File: config.mk
export PLATFORM = sky130hd
export DESIGN_NAME = hist_top
export DESIGN_NICKNAME = d
export VERILOG_FILES = /design/src/source/hist_cfg_pkg.sv /design/src/source/hist_types_pkg.sv /design/src/source/bin_ram.sv /design/src/source/peak_search.sv /design/src/source/hist_builder_fsm.sv /design/src/source/hist_top.sv
export SDC_FILE = /design/constraint.sdc
export NUM_CORES = 1
export LEC_CHECK = 0
export ABC_AREA = 1
export BUFFER_PORTS_ARGS = -buffer_cell sky130_fd_sc_hd__buf_4
export CAP_MARGIN = 20
export CORE_MARGIN = 1.5
export CORE_UTILIZATION = 65
export CTS_BUF_LIST = sky130_fd_sc_hd__clkbuf_4 sky130_fd_sc_hd__clkbuf_8
export DETAILED_ROUTE_END_ITERATION = 8
export PLACE_DENSITY = 0.94
export REMOVE_ABC_BUFFERS = 1
export SLEW_MARGIN = 0
export SYNTH_ARGS = -nofsm -noshare
export SYNTH_HDL_FRONTEND = slang
export SYNTH_HIERARCHICAL = 1
export SYNTH_SLANG_ARGS = --single-unit
File: constraint.sdc
create_clock -name clk -period 2.55 [get_ports clk]
set_input_delay 0.3825 -clock clk [delete_from_list [all_inputs] [get_ports clk]]
set_output_delay 0.3825 -clock clk [all_outputs]
set_load 0.02 [all_outputs]
File: src/source/hist_cfg_pkg.sv
`default_nettype none

package hist_cfg_pkg;

    // ****************************************
    // bin memory geometry
    // ****************************************

    // width of a time bin address.
    localparam int unsigned BIN_ADDR_W = 4;

    // number of time bins per pixel histogram.
    localparam int unsigned BIN_NUM = 16;

    // width of one bin counter.
    localparam int unsigned COUNT_W = 8;

    // a bin holds at this value once reached.
    localparam logic [COUNT_W-1:0] COUNT_MAX = '1;

    // width of the summed count over all bins, wide enough for BIN_NUM saturated bins.
    localparam int unsigned TOTAL_W = 12;

    // ****************************************
    // frame sequencing
    // ****************************************

    // acquisitions summed into one pixel histogram.
    localparam int unsigned ACQ_NUM = 4;
    localparam int unsigned ACQ_W = 2;

    // pixels per frame before the index wraps.
    localparam int unsigned PIXEL_NUM = 3;
    localparam int unsigned PIXEL_W = 2;

    // cycles spent in drain so the increment pipeline empties.
    localparam int unsigned DRAIN_NUM = 2;
    localparam int unsigned DRAIN_W = 1;

endpackage

`default_nettype wire

File: src/source/hist_types_pkg.sv
`default_nettype none

package hist_types_pkg;

    import hist_cfg_pkg::*;

    // ****************************************
    // interface payloads
    // ****************************************

    // one detector event, last_of_acq closes the current acquisition.
    typedef struct packed {
        logic [BIN_ADDR_W-1:0] bin_addr;
        logic                  last_of_acq;
    } tdc_event_t;

    // per pixel report produced after the scan.
    typedef struct packed {
        logic [PIXEL_W-1:0]    pixel;
        logic [BIN_ADDR_W-1:0] peak_bin;
        logic [COUNT_W-1:0]    peak_count;
        logic [TOTAL_W-1:0]    total;
    } hist_result_t;

    // ****************************************
    // controller states
    // ****************************************

    typedef enum logic [2:0] {
        ST_CLEAR  = 3'd0,
        ST_ACCUM  = 3'd1,
        ST_DRAIN  = 3'd2,
        ST_SCAN   = 3'd3,
        ST_REPORT = 3'd4
    } builder_state_t;

endpackage

`default_nettype wire

File: src/source/bin_ram.sv
`timescale 1ns/1ps
`default_nettype none

module bin_ram (
    input  wire                                  clk,
    input  wire                                  res,
    input  wire                                  clear,
    input  wire  [hist_cfg_pkg::BIN_ADDR_W-1:0]  clear_addr,
    input  wire                                  inc,
    input  wire  [hist_cfg_pkg::BIN_ADDR_W-1:0]  inc_addr,
    input  wire                                  scan_rd,
    input  wire  [hist_cfg_pkg::BIN_ADDR_W-1:0]  scan_addr,
    output logic [hist_cfg_pkg::COUNT_W-1:0]     scan_count
);

    import hist_cfg_pkg::*;

    logic [COUNT_W-1:0]    count_mem [BIN_NUM];

    // write stage of the increment pipeline.
    logic                  wr_valid;
    logic [BIN_ADDR_W-1:0] wr_addr;
    logic [COUNT_W-1:0]    wr_data;

    logic [COUNT_W-1:0]    rd_count;
    logic [COUNT_W-1:0]    next_count;

    // ****************************************
    // read stage
    // ****************************************

    // the write stage still holds the newest value of its bin, so a hit
    // on the same address takes it from there instead of the array.
    always_comb begin
        if (wr_valid && (wr_addr == inc_addr)) begin
            rd_count = wr_data;
        end else begin
            rd_count = count_mem[inc_addr];
        end

        if (rd_count == COUNT_MAX) begin
            next_count = rd_count;
        end else begin
            next_count = rd_count + 1'b1;
        end
    end

    // ****************************************
    // write stage and ports
    // ****************************************

    always_ff @(posedge clk or negedge res) begin
        if (!res) begin
            wr_valid <= 1'b0;
        end else begin
            wr_valid <= inc;
        end
    end

    always_ff @(posedge clk) begin
        if (inc) begin
            wr_addr <= inc_addr;
            wr_data <= next_count;
        end

        if (clear) begin
            count_mem[clear_addr] <= '0;
        end else if (wr_valid) begin
            count_mem[wr_addr] <= wr_data;
        end

        if (scan_rd) begin
            scan_count <= count_mem[scan_addr];
        end
    end

    // the controller runs clear, accumulate and scan as separate phases.
    a_one_access: assert property (
        @(posedge clk) disable iff (!res)
        $onehot0({clear, inc, scan_rd})
    );

endmodule

`default_nettype wire

File: src/source/peak_search.sv
`timescale 1ns/1ps
`default_nettype none

module peak_search (
    input  wire                                  clk,
    input  wire                                  res,
    input  wire                                  start,
    input  wire                                  bin_valid,
    input  wire  [hist_cfg_pkg::COUNT_W-1:0]     count,
    output logic [hist_cfg_pkg::BIN_ADDR_W-1:0]  peak_bin,
    output logic [hist_cfg_pkg::COUNT_W-1:0]     peak_count,
    output logic [hist_cfg_pkg::TOTAL_W-1:0]     total
);

    import hist_cfg_pkg::*;

    // bins arrive in address order, so a local counter names them.
    logic [BIN_ADDR_W-1:0] bin_idx;

    // ****************************************
    // running maximum and sum
    // ****************************************

    always_ff @(posedge clk or negedge res) begin
        if (!res) begin
            bin_idx    <= '0;
            peak_bin   <= '0;
            peak_count <= '0;
            total      <= '0;
        end else if (start) begin
            bin_idx    <= '0;
            peak_bin   <= '0;
            peak_count <= '0;
            total      <= '0;
        end else if (bin_valid) begin
            bin_idx <= bin_idx + 1'b1;
            total   <= total + TOTAL_W'(count);

            // strictly larger only, an equal count later on keeps the earlier bin.
            if (count > peak_count) begin
                peak_count <= count;
                peak_bin   <= bin_idx;
            end
        end
    end

    // a restart in the middle of a scan would mix two pixels.
    a_start_apart: assert property (
        @(posedge clk) disable iff (!res)
        start |-> !bin_valid
    );

endmodule

`default_nettype wire

File: src/source/hist_builder_fsm.sv
`timescale 1ns/1ps
`default_nettype none

module hist_builder_fsm (
    input  wire                                  clk,
    input  wire                                  res,
    input  wire                                  event_valid,
    output logic                                 event_ready,
    input  wire  hist_types_pkg::tdc_event_t     event_data,
    output logic                                 result_valid,
    input  wire                                  result_ready,
    output hist_types_pkg::hist_result_t         result,
    output logic                                 ram_clear,
    output logic [hist_cfg_pkg::BIN_ADDR_W-1:0]  ram_clear_addr,
    output logic                                 ram_inc,
    output logic [hist_cfg_pkg::BIN_ADDR_W-1:0]  ram_inc_addr,
    output logic                                 ram_scan_rd,
    output logic [hist_cfg_pkg::BIN_ADDR_W-1:0]  ram_scan_addr,
    output logic                                 search_start,
    output logic                                 search_bin_valid,
    input  wire  [hist_cfg_pkg::BIN_ADDR_W-1:0]  peak_bin,
    input  wire  [hist_cfg_pkg::COUNT_W-1:0]     peak_count,
    input  wire  [hist_cfg_pkg::TOTAL_W-1:0]     peak_total
);

    import hist_cfg_pkg::*;
    import hist_types_pkg::*;

    builder_state_t        state;

    // shared by clear and scan, both walk the bins from 0 upwards.
    logic [BIN_ADDR_W-1:0] addr_cnt;
    logic [ACQ_W-1:0]      acq_cnt;
    logic [DRAIN_W-1:0]    drain_cnt;
    logic [PIXEL_W-1:0]    pixel;

    // set once the last bin is read, covering the read latency of bin_ram.
    logic                  scan_done;
    logic                  accept;

    assign accept = event_valid && event_ready;

    // ****************************************
    // sequencing
    // ****************************************

    always_ff @(posedge clk or negedge res) begin
        if (!res) begin
            state            <= ST_CLEAR;
            addr_cnt         <= '0;
            acq_cnt          <= '0;
            drain_cnt        <= '0;
            pixel            <= '0;
            scan_done        <= 1'b0;
            event_ready      <= 1'b0;
            search_bin_valid <= 1'b0;
        end else begin
            search_bin_valid <= ram_scan_rd;

            case (state)
                ST_CLEAR: begin
                    addr_cnt <= addr_cnt + 1'b1;
                    if (addr_cnt == BIN_ADDR_W'(BIN_NUM - 1)) begin
                        state       <= ST_ACCUM;
                        event_ready <= 1'b1;
                    end
                end

                ST_ACCUM: begin
                    if (accept && event_data.last_of_acq) begin
                        acq_cnt <= acq_cnt + 1'b1;
                        if (acq_cnt == ACQ_W'(ACQ_NUM - 1)) begin
                            state       <= ST_DRAIN;
                            event_ready <= 1'b0;
                        end
                    end
                end

                ST_DRAIN: begin
                    drain_cnt <= drain_cnt + 1'b1;
                    if (drain_cnt == DRAIN_W'(DRAIN_NUM - 1)) begin
                        drain_cnt <= '0;
                        state     <= ST_SCAN;
                    end
                end

                ST_SCAN: begin
                    if (scan_done) begin
                        scan_done <= 1'b0;
                        state     <= ST_REPORT;
                    end else begin
                        addr_cnt <= addr_cnt + 1'b1;
                        if (addr_cnt == BIN_ADDR_W'(BIN_NUM - 1)) begin
                            scan_done <= 1'b1;
                        end
                    end
                end

                ST_REPORT: begin
                    if (result_ready) begin
                        if (pixel == PIXEL_W'(PIXEL_NUM - 1)) begin
                            pixel <= '0;
                        end else begin
                            pixel <= pixel + 1'b1;
                        end
                        state <= ST_CLEAR;
                    end
                end

                default: begin
                    state <= ST_CLEAR;
                end
            endcase
        end
    end

    // ****************************************
    // memory and search control
    // ****************************************

    assign ram_clear      = (state == ST_CLEAR);
    assign ram_clear_addr = addr_cnt;
    assign ram_inc        = accept;
    assign ram_inc_addr   = event_data.bin_addr;
    assign ram_scan_rd    = (state == ST_SCAN) && !scan_done;
    assign ram_scan_addr  = addr_cnt;

    // peak_search restarts in the first drain cycle, well before the first scan data.
    assign search_start = (state == ST_DRAIN) && (drain_cnt == '0);

    assign result_valid      = (state == ST_REPORT);
    assign result.pixel      = pixel;
    assign result.peak_bin   = peak_bin;
    assign result.peak_count = peak_count;
    assign result.total      = peak_total;

    // the peak search must not move while a report waits.
    a_result_hold: assert property (
        @(posedge clk) disable iff (!res)
        result_valid && !result_ready |=> result_valid && $stable(result)
    );

    a_ready_in_accum: assert property (
        @(posedge clk) disable iff (!res)
        event_ready |-> state == ST_ACCUM
    );

endmodule

`default_nettype wire

File: src/source/hist_top.sv
`timescale 1ns/1ps
`default_nettype none

module hist_top (
    input  wire                              clk,
    input  wire                              res,
    input  wire                              event_valid,
    output logic                             event_ready,
    input  wire  hist_types_pkg::tdc_event_t event_data,
    output logic                             result_valid,
    input  wire                              result_ready,
    output hist_types_pkg::hist_result_t     result
);

    import hist_cfg_pkg::*;

    logic                  ram_clear;
    logic [BIN_ADDR_W-1:0] ram_clear_addr;
    logic                  ram_inc;
    logic [BIN_ADDR_W-1:0] ram_inc_addr;
    logic                  ram_scan_rd;
    logic [BIN_ADDR_W-1:0] ram_scan_addr;
    logic [COUNT_W-1:0]    scan_count;

    logic                  search_start;
    logic                  search_bin_valid;
    logic [BIN_ADDR_W-1:0] peak_bin;
    logic [COUNT_W-1:0]    peak_count;
    logic [TOTAL_W-1:0]    peak_total;

    hist_builder_fsm u_hist_builder_fsm (
        .clk              (clk),
        .res              (res),
        .event_valid      (event_valid),
        .event_ready      (event_ready),
        .event_data       (event_data),
        .result_valid     (result_valid),
        .result_ready     (result_ready),
        .result           (result),
        .ram_clear        (ram_clear),
        .ram_clear_addr   (ram_clear_addr),
        .ram_inc          (ram_inc),
        .ram_inc_addr     (ram_inc_addr),
        .ram_scan_rd      (ram_scan_rd),
        .ram_scan_addr    (ram_scan_addr),
        .search_start     (search_start),
        .search_bin_valid (search_bin_valid),
        .peak_bin         (peak_bin),
        .peak_count       (peak_count),
        .peak_total       (peak_total)
    );

    bin_ram u_bin_ram (
        .clk        (clk),
        .res        (res),
        .clear      (ram_clear),
        .clear_addr (ram_clear_addr),
        .inc        (ram_inc),
        .inc_addr   (ram_inc_addr),
        .scan_rd    (ram_scan_rd),
        .scan_addr  (ram_scan_addr),
        .scan_count (scan_count)
    );

    peak_search u_peak_search (
        .clk        (clk),
        .res        (res),
        .start      (search_start),
        .bin_valid  (search_bin_valid),
        .count      (scan_count),
        .peak_bin   (peak_bin),
        .peak_count (peak_count),
        .total      (peak_total)
    );

endmodule

`default_nettype wire

# Word level (Yosys, flattened, before mapping)
# Memories as Yosys holds them, arrays and structs flattened. A register that Yosys moved wholly into a read port is not among the register bits.
# Index checks and enable logic that the tools add are counted.
# word_totals
register_bits,56
ramBits,128
input_bits,9
out_inout_bits,28
word_cells,96
n_memories,1
# mem_list
memory,depth,word_bits,rd,rd_clocked_by_memory_dff,wr,line,rtl
u_bin_ram.count_mem,16,8,2,1,1,bin_ram.sv:18,logic [COUNT_W-1:0] count_mem [BIN_NUM];
# op_classes
add_sub_neg,7
magnitude_cmp,1
eq_ne,16
muxes,37
n_bitwise,1
reduce_logical,18
# op_table
operator,count
8-bit two-way mux,6
4-bit two-way mux,7
12-bit two-way mux,2
3-bit two-way mux,6
3-bit case mux with 5 select lines,1
12-bit by 8-bit adder with 12-bit output,1
1-bit two-way mux,12
"2-bit by 1-bit inequality test with 1-bit output, second input constant",6
"4-bit by 1-bit adder with 4-bit output, second input constant",2
"8-bit by 1-bit adder with 8-bit output, second input constant",1
"8-bit equality test, second input constant",1
8-bit > comparator,1
4-bit case mux with 2 select lines,1
2-bit AND reduction,4
2-bit nonzero test,4
8-bit OR reduction,1
"3-bit by 2-bit equality test with 1-bit output, second input constant",2
6-bit AND reduction,1
1-bit logical AND,5
"2-bit by 1-bit adder with 2-bit output, second input constant",2
"2-bit equality test, second input constant",2
4-bit equality test,1
"4-bit equality test, second input constant",1
4-bit AND reduction,1
other kinds (9),9

# Depth between registers and ports, before layout
# logic_depth
depth_word,5
mapped_depth,18
mapped_depth_nobuf,16

# Cells and area by module
# Netlist, hierarchy kept.
# modules_own_cells
mod,n_inst,cells_each,area_each_um2,seq_area_each_um2
bin_ram,1,867,7732.4,4469.3
peak_search,1,236,1918.1,700.7
hist_builder_fsm,1,124,1011.0,375.4

# Worst setup path before layout
# OpenSTA, ideal clock, no wires.
# synth_path
path_type,input to register
start,in event_data[3] in the netlist's numbering
end,"reg u_bin_ram.wr_data[0], data pin"
setup_ns,0.252
t_arrival_ns,2.126
t_required_ns,2.298
path_slack_ns,0.171
cell_stages,16
n_path_buf,2
path_cell_list,buf_4 -> buf_6 -> or2_0 -> a21oi_1 -> nand2_1 -> nor2_4 -> inv_2 -> nand3_1 -> nand2_2 -> inv_1 -> ha_1 -> nand2_2 -> nor2_4 -> nand2_4 -> nand2_1 -> nand2_1
# synth_between
elab_chain_len,5
elab_cells_between_ends,7
classes_between,add/sub (1); eq/ne (2); mux (2); reduce/logical (1); memory (1)
# synth_rtl
element,line,rtl
from (decl),hist_top.sv:9,"input wire hist_types_pkg::tdc_event_t event_data,"
"parallel branches: the longest is 2 deep, another holds memory read 16 x 8 bit",n/a,
8-bit two-way mux (*),bin_ram.sv:35,if (wr_valid && (wr_addr == inc_addr)) begin
8-bit by 1-bit adder with 8-bit output / 8-bit equality test (equally long branches),"bin_ram.sv:44, bin_ram.sv:41",
8-bit two-way mux (*),bin_ram.sv:41,if (rd_count == COUNT_MAX) begin
net u_bin_ram.next_count[0],bin_ram.sv:26,logic [COUNT_W-1:0] next_count;
to (signal assigned),bin_ram.sv:63,wr_data <= next_count;
to (decl),bin_ram.sv:23,logic [COUNT_W-1:0] wr_data;
# Mark *: on every way through the listed nets, which the timed path passes.
# A chain may end at the register's enable or synchronous reset.

# Worst setup path in the final report
# layout_path
start,reg u_hist_builder_fsm.state[0]
end,"mem u_bin_ram.count_mem[10][2], data pin"
# layout_between
elab_chain_len,5
# layout_rtl
element,line,rtl
from (decl),hist_builder_fsm.sv:29,builder_state_t state;
from (signal assigned),hist_builder_fsm.sv:49,state <= ST_CLEAR;
from (signal assigned),hist_builder_fsm.sv:64,state <= ST_ACCUM;
from (signal assigned),hist_builder_fsm.sv:73,state <= ST_DRAIN;
3-bit zero test,hist_builder_fsm.sv:121,assign ram_clear = (state == ST_CLEAR);
net ram_clear,hist_top.sv:17,logic ram_clear;
1-bit two-way mux,bin_ram.sv:66,if (clear) begin
1-bit two-way mux (not written as such),bin_ram.sv:69,count_mem[wr_addr] <= wr_data;
8-bit OR reduction (no source line),n/a,
8-bit two-way mux (no source line),n/a,
to (decl),bin_ram.sv:18,
# The timed path passes the listed nets, and every way through them passes these cells.

==> flow_summary.toml <==
[detailed_routing]
drc_errors = 0
drtPass1Iterations = 6
wirelength_um = 27800
vias_per_cell = 6.27
wl_per_cell_um = 18.8
drtAntennaViolNets = 0
drt-initial-drc-count = 1351
vias = 9253

[global_route]
grt_usage_pct = 33.5
antenna_found_initial = 0
grt_first_pass_wirelength_um = 43000
grt.overflow.total = 0
grt_pass1_vias = 8432
grt_max_degree = 80

[yosys]
synth_top_area_cell = "edfxtp_1"
yosys-top-cells-area = "edfxtp_1 (42%), dfrtp_1 (10%), nand2_1 (9.5%)"
synth_compound_area_share_pct = 11.0
synth-xor-area-share_pct = 0.657
synth_top_family_by_area = "simple AND/OR/NAND/NOR gates"
yosysUniqueCellTypes = 41
synthMuxAreaShare_pct = 0
synthSimpleGateAreaFrac_pct = 22.9
async_reset_ff_share_pct = 22.9
ys.flop_type = "edfxtp_1"
synth_edf_count = 148
post-synth-top-area-fraction_pct = 41.7
yosys.area_share.adder_pct = 2.53
ys_seq_area_share_pct = 52.0
syn_avg_cell_area_um2 = 8.69
synth.ff_latch_count = 192
syn_inst = 1227
synth_area_um2 = 10700
yosysWarnings = 6

[sta]
rsz0062_at_grt = "no"
fin_crit_sh_pct = 97.7
maxSlewHeadroom_pct = 21.0
fin_skew_ps = 17.5
setup_viol = 0
final_max_slew_viol_count = 0
setup_slack_ps = 57.9
tightest_slew_ps = 1180
hold_violations = 0
finalSetupTns_ps = 0
period_minus_slack_ps = 2490
fmax_mhz = 401

[critical_path]
critPathLaunch = "u_hist_builder_fsm/state[0]"
r2r-start = "u_hist_builder_fsm/state[0]"
endpoint = "u_bin_ram/count_mem[10][2]"
cp-end-kind = "register"
required_ps = 2670
startpoint_type = "register"
critPathArrivalTime_ps = 2610
crit_type = "reg2reg"
ff2ff_setup_slack_ps = 60
r2r-end = "u_bin_ram/count_mem[10][2]"
critPathMaxFanout = 16
reg2reg_depth = 7

[power_and_ir_drop]
p_leak_uw = 0.00527
p_sw_uw = 5050
p_clk_share_pct = 18.3
p_sw_share_pct = 42.5
power.density_nw_per_um2 = 1030
combinationalPowerShare_pct = 43.0
peakVddDrop_v = 0.000485
power.total_uw = 11900
seqPwrFrac_pct = 38.6
internal_power_uw = 6830

[floorplan]
dieHeight_um = 131
row_count = 46
ios = 37
die_area_um2 = 17200
die_x_um = 131
core_area_um2 = 15900
initial_utilization_pct = 66.9

[cts]
cts_sinks = 192
cts_setup_buffers = 0
htree_levels = 4
numCtsBuffers = 17
root_buffer = "clkbuf_8"
ctsLongestPathBuffers = 2
cts_tree = "yes"
clkTransAtPathRegs_ps = 110
clkLatencyLatePin_ps = 490

[cells_and_area]
final_area_um2 = 11600
final_common_cell = "nand2_1"
n_fill_cell = 1024
final_cell_mix = "nand2_1 (270), inv_1 (160), edfxtp_1 (148), nand3_1 (120), o21ai_0 (87)"
drive_above_1_share_pct = 14.3
regArea_um2 = 5550
syn2layout_area_growth_pct = 8.60
multi_input_area_um2 = 3950
nets = 1277
num_antenna_cells = 0
fin_util_pct = 72.6

[place]
finalWeightedCongestion = 1.01
hpwlAfterDp_um = 18600
port_buffers = 36
preCtsSetupSlack_ps = 82.3
dpl_cell_area_um2 = 11100

[run_status]
outcome = "completed"

[worst_hold_path]
hp-class = "in2reg"

[run]
drv_cap = 0
registers in the layout, summed over array words and instances (netlist names):
| signal | cells |
|---|---|
| u_hist_builder_fsm/ram_clear_addr | 4 |
| u_bin_ram/scan_count | 8 |
| u_bin_ram/wr_valid | 1 |
| u_hist_builder_fsm/acq_cnt | 2 |
| u_hist_builder_fsm/drain_cnt | 1 |
| u_bin_ram/wr_data | 8 |
| u_peak_search/peak_count | 8 |
| u_hist_builder_fsm/pixel | 2 |
| u_hist_builder_fsm/event_ready | 1 |
| u_peak_search/peak_bin | 4 |
| u_peak_search/bin_idx | 4 |
| u_peak_search/total | 12 |
| u_hist_builder_fsm/scan_done | 1 |
| u_hist_builder_fsm/search_bin_valid | 1 |
| u_hist_builder_fsm/state | 3 |
| u_bin_ram/wr_addr | 4 |
| u_bin_ram/count_mem | 128 |
per-stage QoR:
stage / hold slack [ps] / instances
after floorplan: 86.9 / 1138
after global placement: 402 / 1440
after detailed placement: 410 / 1440
after CTS: 171 / 1473
after global routing: 182 / 1476
final: 188 / 1476
cells by family (layout without fill, tap and decap cells):
kind of cell,count (synthesis),after routing
buffers and inverters,255,288
AND/OR/NAND/NOR,541,541
AO/OA/AOI/OAI,210,210
adder cells (fa/ha/maj),21,21
flip-flops,192,192
XOR/XNOR,8,8
layer usage:
metal	share of wire (%)	track usage [%]
met1	35	42.5
met2	46	52.8
met3	13	8.36
met4	6.3	19.2
met5	0	0
how the worst min path moves through the flow:
stage                        startpoint                           to  slack [ps]  depth (start not counted)
after floorplan                     res           u_bin_ram/wr_valid          90                          0
after global placement              res  u_peak_search/peak_count[1]         400                          1
after detailed placement            res  u_peak_search/peak_count[6]         410                          1
after CTS                 event_data[4]         u_bin_ram/wr_addr[3]         170                          1
after global routing      event_data[4]         u_bin_ram/wr_addr[3]         180                          1
final                     event_data[4]         u_bin_ram/wr_addr[3]         190                          1
synthesized netlist by cell type, types with 2 or more instances:
cell        n
nand2_1   270
inv_1     160
edfxtp_1  148
nand3_1   120
o21ai_0    87
nor2_1     86
a21oi_1    83
dfrtp_1    44
buf_4      35
clkbuf_1   26
ha_1       20
buf_2      19
nand2_2    16
o211ai_1   15
o221ai_1   13
nand4_1    12
nand3_2    11
nor2_2      8
buf_6       6
inv_2       6
xor2_1      6
nor2_4      5
nand2_4     4
o21ai_1     3
or2_2       3
a22o_1      2
buf_1       2
o22ai_1     2
or2_1       2
xnor2_1     2
layout make-up:
type | count | share of cell area, %
tap | 216 | 2.33
clock buffer | 21 | 2.39
timing repair buffer | 90 | 6.57
sequential | 192 | 47.9
multi-input combinational | 780 | 34.1
inverter | 166 | 5.38
clock inverter | 11 | 1.30
repair_timing:
action,4_1_cts,5_1_grt
resized for setup,0,0
hold buffers,1,0
hold endpoints to repair,44,0
worst max-delay path: stages, from the launching register on:
cell and delay [ps]:
dfrtp_1 500, nor2_1 130, nand2_2 80, inv_1 50, inv_1 50, nand2_1 190, buf_4 240, nor2_1 880
power groups by stage:
| stage | Clock (uW) | Sequential (uW) | Combinational (uW) |
|---|---|---|---|
| 2_1_floorplan | 0 | 4890 | 2730 |
| 3_3_place_gp | 0 | 4600 | 4610 |
| 3_5_place_dp | 0 | 4640 | 4850 |
| 4_1_cts | 2180 | 4570 | 4920 |
| 5_1_grt | 2310 | 4650 | 5520 |
| 6_report | 2180 | 4590 | 5110 |
Power figures use the tool's default switching activity.
